<file path="src/rtl/dump_layout_pkg.sv">
//==================================================
// register dump layout
// title line and per-register field positions
//==================================================
`default_nettype none

package dump_layout_pkg;

	localparam int unsigned reg_count = 16;

	typedef logic [3:0]  reg_sel_t;
	typedef logic [31:0] reg_word_t;

	localparam int unsigned index_col = 0;
	localparam int unsigned hex_col   = 3;
	localparam int unsigned ascii_col = 11;  // colon, data bytes follow

	localparam int unsigned title_len = 11;
	localparam logic [87:0] title_text = "GPRMC DATA ";  // first char in top byte

endpackage

`default_nettype wire

</file>
<file path="src/rtl/fb_geom_pkg.sv">
//==================================================
// frame-buffer geometry
// 640x480 mono buffer, one byte per 8 pixels, 8x8 glyphs
//==================================================
`default_nettype none

package fb_geom_pkg;

	localparam int unsigned bytes_per_line   = 80;  // 640 pixels / 8
	localparam int unsigned cell_pitch_lines = 10;  // blank + 8 glyph lines + gap
	localparam int unsigned glyph_lines      = 8;

	typedef logic [15:0] fb_addr_t;
	typedef logic [7:0]  fb_byte_t;

	// row 1 of the glyph sits in bits 63:56
	typedef logic [63:0] glyph_t;

	typedef logic [7:0]  char_code_t;
	typedef logic [5:0]  cell_row_t;
	typedef logic [6:0]  cell_col_t;

endpackage

`default_nettype wire
</file>
<file path="src/rtl/glyph_if.sv">
//==================================================
// glyph channel
// 8x8 bitmap and cell position, valid/ready
//==================================================
`default_nettype none

interface glyph_if
	import fb_geom_pkg::*;
();
	logic      valid;
	logic      ready;
	glyph_t    bitmap;
	cell_row_t row;
	cell_col_t col;

	modport source (output valid, bitmap, row, col, input ready);
	modport sink (input valid, bitmap, row, col, output ready);

endinterface

`default_nettype wire

</file>
<file path="src/rtl/char_if.sv">
//==================================================
// character channel
// code and cell position, valid/ready handshake
//==================================================
`default_nettype none

interface char_if
	import fb_geom_pkg::*;
();
	logic       valid;
	logic       ready;
	char_code_t code;
	cell_row_t  row;
	cell_col_t  col;

	modport source (output valid, code, row, col, input ready);
	modport sink (input valid, code, row, col, output ready);

endinterface

`default_nettype wire

</file>
<file path="src/rtl/char_render_top.sv">
//==================================================
// character renderer top
// register dump -> glyphs -> frame-buffer writes
//==================================================
`default_nettype none

module char_render_top
	import fb_geom_pkg::*;
	import dump_layout_pkg::*;
#(
	parameter int unsigned hori_offset = 0  // lines skipped at top of screen
) (
	input  logic      clock,
	input  logic      rst,
	input  reg_word_t reg_data,
	output reg_sel_t  reg_sel,
	output fb_addr_t  fb_addr,
	output fb_byte_t  fb_data,
	output logic      fb_we
);
	char_if  chars ();
	glyph_if glyphs ();

	field_sequencer i_seq (
		.clock    (clock),
		.rst      (rst),
		.reg_data (reg_data),
		.reg_sel  (reg_sel),
		.chars    (chars.source)
	);

	glyph_lookup i_font (
		.clock  (clock),
		.rst    (rst),
		.chars  (chars.sink),
		.glyphs (glyphs.source)
	);

	row_writer #(
		.hori_offset (hori_offset)
	) i_writer (
		.clock   (clock),
		.rst     (rst),
		.glyphs  (glyphs.sink),
		.fb_addr (fb_addr),
		.fb_data (fb_data),
		.fb_we   (fb_we)
	);

endmodule

`default_nettype wire

</file>
<file path="src/rtl/row_writer.sv">
//==================================================
// row writer
// one glyph -> blank line plus 8 byte writes
//==================================================
`default_nettype none

module row_writer
	import fb_geom_pkg::*;
#(
	parameter int unsigned hori_offset = 0
) (
	input  logic     clock,
	input  logic     rst,
	glyph_if.sink    glyphs,
	output fb_addr_t fb_addr,
	output fb_byte_t fb_data,
	output logic     fb_we
);
	logic        busy;
	logic [3:0]  line;  // 0 blank, 1..8 glyph rows
	glyph_t      bitmap_q;
	cell_row_t   row_q;
	cell_col_t   col_q;
	logic        fire;
	logic [31:0] addr_full;

	assign glyphs.ready = !busy || (line == 4'(glyph_lines));
	assign fire = glyphs.valid && glyphs.ready;

	always_ff @(posedge clock) begin
		if (rst) begin
			busy <= 1'b0;
			line <= '0;
		end else if (fire) begin
			busy <= 1'b1;
			line <= '0;
		end else if (busy) begin
			if (line == 4'(glyph_lines))
				busy <= 1'b0;
			else
				line <= line + 4'd1;
		end
	end

	always_ff @(posedge clock) begin
		if (fire) begin
			bitmap_q <= glyphs.bitmap;
			row_q <= glyphs.row;
			col_q <= glyphs.col;
		end
	end

	assign addr_full = (32'(row_q) * cell_pitch_lines + 32'(line) + hori_offset)
		* bytes_per_line + 32'(col_q);
	assign fb_addr = addr_full[15:0];
	assign fb_data = (line == 4'd0) ? 8'h00 : bitmap_q[(glyph_lines - line) * 8 +: 8];
	assign fb_we = busy;

	// nine writes per glyph, ending unless the next glyph was taken on the last one
	assert property (@(posedge clock) disable iff (rst)
		glyphs.valid && glyphs.ready |=>
			fb_we [*9] ##1 (!fb_we || $past(glyphs.valid && glyphs.ready)));

endmodule

`default_nettype wire

</file>
<file path="src/rtl/glyph_lookup.sv">
//==================================================
// glyph lookup
// font ROM, one registered stage per character
//==================================================
`default_nettype none

module glyph_lookup
	import fb_geom_pkg::*;
(
	input logic     clock,
	input logic     rst,
	char_if.sink    chars,
	glyph_if.source glyphs
);
	logic      out_valid;
	glyph_t    out_bitmap;
	cell_row_t out_row;
	cell_col_t out_col;

	function automatic glyph_t font(input char_code_t code);
		case (code)
			8'h20: font = 64'h0000_0000_0000_0000;  // space
			8'h30: font = 64'h3C42_4242_4242_423C;
			8'h31: font = 64'h1838_7818_1818_187E;
			8'h32: font = 64'h3C66_660C_1830_607E;
			8'h33: font = 64'h7C06_067C_0606_067C;
			8'h34: font = 64'h0E16_2646_467E_0606;
			8'h35: font = 64'h7E60_6078_0C06_0C78;
			8'h36: font = 64'h3C40_407C_4242_423C;
			8'h37: font = 64'h7E06_0606_0C18_3060;
			8'h38: font = 64'h3C42_423C_4242_423C;
			8'h39: font = 64'h3C46_4646_3E06_0606;
			8'h3A: font = 64'h0018_1800_0018_1800;  // colon
			8'h41: font = 64'h3C42_4242_7E42_4242;
			8'h42: font = 64'h7C42_467C_4642_427C;
			8'h43: font = 64'h3E60_6060_6060_603E;
			8'h44: font = 64'h7C62_6262_6262_627C;
			8'h45: font = 64'h3E60_607E_6060_603E;
			8'h46: font = 64'h7E60_607E_6060_6060;
			8'h47: font = 64'h3C60_606E_6666_663C;
			8'h4D: font = 64'h4266_5A5A_4242_4242;
			8'h50: font = 64'h7C42_4242_7C60_6060;
			8'h52: font = 64'h3C42_4242_7C58_4C46;
			8'h54: font = 64'h7E18_1818_1818_1818;
			default: font = '1;  // solid block
		endcase
	endfunction

	// take a new char when empty or when the writer drains us
	assign chars.ready = !out_valid || glyphs.ready;

	always_ff @(posedge clock) begin
		if (rst)
			out_valid <= 1'b0;
		else if (chars.valid && chars.ready)
			out_valid <= 1'b1;
		else if (glyphs.ready)
			out_valid <= 1'b0;
	end

	always_ff @(posedge clock) begin
		if (chars.valid && chars.ready) begin
			out_bitmap <= font(chars.code);
			out_row <= chars.row;
			out_col <= chars.col;
		end
	end

	assign glyphs.valid = out_valid;
	assign glyphs.bitmap = out_bitmap;
	assign glyphs.row = out_row;
	assign glyphs.col = out_col;

	// a stalled character from the sequencer must not move
	assert property (@(posedge clock) disable iff (rst)
		chars.valid && !chars.ready |=>
			chars.valid && $stable({chars.code, chars.row, chars.col}));

endmodule

`default_nettype wire

</file>
<file path="src/rtl/field_sequencer.sv">
//==================================================
// field sequencer
// title once, then index/hex/colon/ascii per register
//==================================================
`default_nettype none

module field_sequencer
	import fb_geom_pkg::*;
	import dump_layout_pkg::*;
(
	input  logic      clock,
	input  logic      rst,
	input  reg_word_t reg_data,
	output reg_sel_t  reg_sel,
	char_if.source    chars
);
	localparam logic [2:0] f_start = 3'd0;
	localparam logic [2:0] f_title = 3'd1;
	localparam logic [2:0] f_fetch = 3'd2;
	localparam logic [2:0] f_index = 3'd3;
	localparam logic [2:0] f_hex   = 3'd4;
	localparam logic [2:0] f_colon = 3'd5;
	localparam logic [2:0] f_ascii = 3'd6;

	logic [2:0] field;
	logic [2:0] next_field;
	logic [3:0] char_cnt;
	logic [3:0] field_last;
	reg_word_t  word;
	logic       fire;

	function automatic char_code_t hex_char(input logic [3:0] nib);
		if (nib < 4'd10)
			hex_char = 8'h30 + {4'h0, nib};  // '0'..'9'
		else
			hex_char = 8'h37 + {4'h0, nib};  // 'A'..'F'
	endfunction

	always_comb begin
		case (field)
			f_title: begin
				field_last = 4'(title_len - 1);
				next_field = f_fetch;
			end
			f_index: begin
				field_last = 4'd1;
				next_field = f_hex;
			end
			f_hex: begin
				field_last = 4'd7;
				next_field = f_colon;
			end
			f_colon: begin
				field_last = 4'd0;
				next_field = f_ascii;
			end
			default: begin
				field_last = 4'd3;
				next_field = f_fetch;  // next register
			end
		endcase
	end

	assign chars.valid = (field != f_start) && (field != f_fetch);
	assign fire = chars.valid && chars.ready;

	always_comb begin
		chars.row = (field == f_title) ? 6'd0 : cell_row_t'(reg_sel) + 6'd1;
		case (field)
			f_title: begin
				chars.code = title_text[(title_len - 1 - char_cnt) * 8 +: 8];
				chars.col = cell_col_t'(char_cnt);
			end
			f_index: begin
				chars.code = hex_char(char_cnt[0] ? reg_sel : 4'h0);  // high digit always 0
				chars.col = cell_col_t'(index_col + char_cnt);
			end
			f_hex: begin
				chars.code = hex_char(word[(7 - char_cnt) * 4 +: 4]);
				chars.col = cell_col_t'(hex_col + char_cnt);
			end
			f_colon: begin
				chars.code = 8'h3A;
				chars.col = cell_col_t'(ascii_col);
			end
			default: begin
				chars.code = word[(3 - char_cnt) * 8 +: 8];  // raw byte, msb first
				chars.col = cell_col_t'(ascii_col + 1 + char_cnt);
			end
		endcase
	end

	always_ff @(posedge clock) begin
		if (rst) begin
			field <= f_start;
			char_cnt <= '0;
			reg_sel <= '0;
		end else begin
			case (field)
				f_start: field <= f_title;
				f_fetch: field <= f_index;
				default: begin
					if (fire) begin
						if (char_cnt == field_last) begin
							char_cnt <= '0;
							field <= next_field;
							if (field == f_ascii)
								reg_sel <= (reg_sel == reg_sel_t'(reg_count - 1)) ? '0 : reg_sel + 4'd1;
						end else begin
							char_cnt <= char_cnt + 4'd1;
						end
					end
				end
			endcase
		end
	end

	// reg_sel has been stable for one cycle here
	always_ff @(posedge clock) begin
		if (field == f_fetch)
			word <= reg_data;
	end

endmodule

`default_nettype wire

</file>
<file path="config.mk">
export PLATFORM = sky130hd
export DESIGN_NAME = char_render_top
export DESIGN_NICKNAME = d
export VERILOG_FILES = /design/src/rtl/dump_layout_pkg.sv /design/src/rtl/fb_geom_pkg.sv /design/src/rtl/glyph_if.sv /design/src/rtl/char_if.sv /design/src/rtl/char_render_top.sv /design/src/rtl/row_writer.sv /design/src/rtl/glyph_lookup.sv /design/src/rtl/field_sequencer.sv
export SDC_FILE = /design/constraint.sdc
export NUM_CORES = 1
export LEC_CHECK = 0
export BUFFER_PORTS_ARGS = -buffer_cell sky130_fd_sc_hd__buf_4
export CORE_MARGIN = 2
export CORE_UTILIZATION = 27
export DETAILED_ROUTE_END_ITERATION = 8
export PLACE_DENSITY = 0.51
export SYNTH_ARGS = -nofsm -noshare
export SYNTH_HDL_FRONTEND = slang
export SYNTH_SLANG_ARGS = --single-unit
</file>
<file path="constraint.sdc">
create_clock -name clock -period 4.6 [get_ports clock]
set_input_delay 0.92 -clock clock [delete_from_list [all_inputs] [get_ports clock]]
set_output_delay 0.92 -clock clock [all_outputs]
set_load 0.1 [all_outputs]
</file>
==> results by group <==
Outcome
  – Outcome: finished with violations
  – Failing checks: negative setup slack

Drt
  – Met3 WL: 1050 um
  – Iteration-0 DRC Markers: slightly below 600
  – DRC violation count after routing: 0
  – Aggregate routed wire length: 22600 um
  – Final ANT Viol Nets: 0
  – Drt via density: 4.89
  – Met2 WL post-DR: 10400 um
  – Vias: 7023
  – Pre-Repair DR Iteration Count: 5
  – Top sig layer: met4
  – Met1 wire length: approximately 11000 um
  – WL/cell: 15.7 um

Setup path
  – R2r endpoint: i_font.glyphs.bitmap[6]
  – CP arrival: 4.20 ns
  – Worst EP required: 3.68 ns
  – WS Path Type: flop to output port
  – Crit-path max FO: 2
  – Crit path cell chain: ha_4, ha_4, fa_2, nand2_2, or2_4, xnor2_2, ha_1, ha_4, inv_4, o21bai_4, a21oi_2, o21bai_4, xor2_2, nand3_4, xnor2_4, xnor2_4, buf_12
  – Slowest stage delay, CP: 0.55 ns
  – Worst r2r src: i_seq.char_cnt[0]
  – Crit end category: output port
  – R2r setup slk: 0.23 ns
  – Critical path launch point type: flop
  – R2r worst-path depth: 15
  – CP most frequent cell: ha_4
  – Slowest stage cell, crit path: fa_2

Place
  – RD Place Congestion: 0.889
  – PortBufs: 62
  – Setup Slack @ Placement: -0.358 ns
  – Placed instance area: 10900 um^2
  – Hpwl dp: 16600 um

Clocking
  – Longest Clk Path Bufs: 2
  – CTS sink cnt: ~160
  – Hold-fix buffers at CTS: 0
  – Number of buffers created by CTS: 17
  – Skew-Pair Late Insertion Delay: around 0.43 ns
  – CTS tree: done
  – Root Buffer: clkbuf_16
  – H-tree Lvls: 4
  – Clock-pin slew on the worst setup and hold paths: 0.07 ns

Pwr
  – Pleak: 0.00422 uW
  – Maximum resistive drop on vdd: 0.447 mV
  – Power Density: 423 nW/um^2

Global routing
  – Vias in the first global route: between 6000 and 7000
  – Total global routing overflow: 0
  – Total track usage: 12.9%
  – First-pass GRT wire length: 36500 um
  – Largest net degree at the start of global routing: 33
  – Initial antenna violation count: 0

Logic synthesis
  – Synthesized area: 9200 um^2
  – Yosys warnings: 0
  – Yosys cell types: just under 80
  – Post-synth ARST share: 0%
  – Yosys reg bits: between 150 and 200
  – Syn_area_per_cell: 11.0 um^2
  – Seq/Total Area, Yosys: 49.4%
  – Synth area leaders: edfxtp_1, mux4_2, ha_1, dfxtp_1, nor2_1
  – Synth Instances: roughly 830
  – Area share of the largest cell type after synthesis: a little under half
  – Most used flip-flop cell after synthesis: edfxtp_1
  – Syn nets: 906
  – EDFF count, synth: 140
  – Leading area contributor after synthesis: edfxtp_1

Floorplan
  – Core footprint: 33500 um^2
  – Io pins: 63
  – Die width: about 190 um
  – Die area: ~36000 um^2
  – FP Rows: 67
  – Starting Density: 27.4%
  – Chip height: approximately 190 um

Finish
  – Antenna Cells: 0
  – Most common cell after layout, fill and taps aside: buf_4
  – P&R area growth vs syn: 29.9%
  – Cell area after layout: between 10000 and 15000 um^2
  – Final core utilization: 35.7%
  – Nets@finish: 1048
  – Share of cells above drive strength 1: 31.0%
  – Most frequent cells in the layout: buf_4, edfxtp_1, nor2_1

Min path
  – Worst Hold Class: flop to flop
  – Min-delay src: i_font.glyphs.bitmap[56]
  – WHS Endpoint: i_writer.bitmap_q[56]
  – Hold depth: 0

Timing
  – Slew headroom: 43.4%
  – Final Setup Violations: 6
  – Worst slew pin tran: 0.848 ns
  – Fin crit period: about 5 ns
  – Clk_skew: 0.0157 ns
  – Fin. Hold Viols: 0
  – RSZ-0062 raised after global routing: yes
  – Fmax: 0.195 GHz
  – Fin crit share: 111%
  – Final Max Slew Viols: 0
  – Worst Slack Setup Final: -0.524 ns

Flow run
  – Max-Cap Viols: 0
-- how the worst max path moves through the flow --
stage | slack (ns) | end | start
global route | -0.70 | fb_addr[13] | i_writer.row_q[3]
CTS | -0.71 | fb_addr[14] | i_writer.row_q[1]
finish | -0.52 | fb_addr[14] | i_writer.row_q[3]
global placement | -0.27 | fb_addr[14] | i_writer.row_q[3]
detailed placement | -0.36 | fb_addr[14] | i_writer.row_q[3]
floorplan | -0.65 | fb_addr[14] | i_writer.row_q[1]
-- routing by layer --
| layer | GRT usage [%] | vias to the layer above |
|---|---|---|
| met2 | 19.8 | 202 |
| met1 | 18.4 | 3348 |
| met3 | 2.20 | 30 |
| met4 | 4.30 | 0 |
| li1 | - | 3443 |
| met5 | 0 | - |
-- worst max-delay path: cells and delay by family (launching register included) --
family                   cells  cell delay [ns]
buffers and inverters        2             0.23
XOR/XNOR                     4             0.69
adder cells (fa/ha/maj)      5             1.58
flip-flops                   1             0.44
AND/OR/NAND/NOR              3             0.44
AO/OA/AOI/OAI                3             0.40
-- synthesized netlist by cell type, types with 6 or more instances --
master    count
and2_1       12
and3_1        7
nor2b_1      15
nor3_1       18
nand3b_1      6
o21ai_0      33
buf_2         6
mux4_2       21
or4_1         7
a21o_1        6
nor2_1       72
nand2b_1     12
ha_1         35
nand2_1      51
clkbuf_1     39
dfxtp_1      17
buf_4         7
xor2_1       12
nand4_1      15
inv_1        21
xnor2_1      27
o31ai_1       6
mux2i_1      22
a21oi_1      51
nand3_1      44
a31oi_1       8
edfxtp_1    140
-- through the flow --
step	total power [uW]	std cells	setup TNS, ns	hold slack (ns)
floorplan	2960	834	-2.56	0.400
global placement	3490	1394	-0.604	0.401
detailed placement	3490	1394	-0.789	0.405
CTS	4950	1432	-2.77	0.414
global route	5330	1437	-3.19	0.414
finish	5060	1437	-2.21	0.409
-- flip-flops by register name (all words and copies together), names as in the netlist --
name	flops
i_font.glyphs.bitmap	44
i_font.glyphs.col	5
i_font.glyphs.row	5
i_font.glyphs.valid	1
i_seq.char_cnt	4
i_seq.field	3
i_seq.reg_sel	4
i_seq.word	32
i_writer.bitmap_q	44
i_writer.col_q	5
i_writer.fb_we	1
i_writer.line	4
i_writer.row_q	5
-- logic make-up after synthesis --
kind of cell               count (synthesis)  synth area share [%]
and+or+nand+nor                          292                  16.7
muxes                                     46                  7.90
adders and majority gates                 39                  5.52
AOI/OAI and AO/OA                        179                  12.9
buffers and inverters                     81                  3.83
xor gates and xnor gates                  39                  3.71
other                                      1                0.0407
DFF                                      157                  49.4
-- layout make-up --
type | count | area [um^2]
inverters | 24 | 95.1
fillers | 3343 | 21600
clock inverters | 13 | 108
repair buffers | 180 | 1440
clock buffers | 19 | 443
flip-flops and latches | 157 | 4550
multi-input cells | 596 | 4760
well taps | 448 | 561
-- what timing repair did --
| action | in CTS | in global routing |
|---|---|---|
| pin swaps | 16 | 35 |
| setup endpoints to repair | 7 | 30 |
| endpoints found under the hold margin | 0 | 0 |
| gates resized for setup | 26 | 48 |
| setup buffers | 7 | 9 |
-- where the power goes --
group	switching (uW)	internal (uW)	leakage (uW)
Combinational	1140	803	0.00258
Sequential	42.5	1750	0.00138
Clock	607	718	0.000265
No activity file was read; power rests on OpenSTA's default activity.
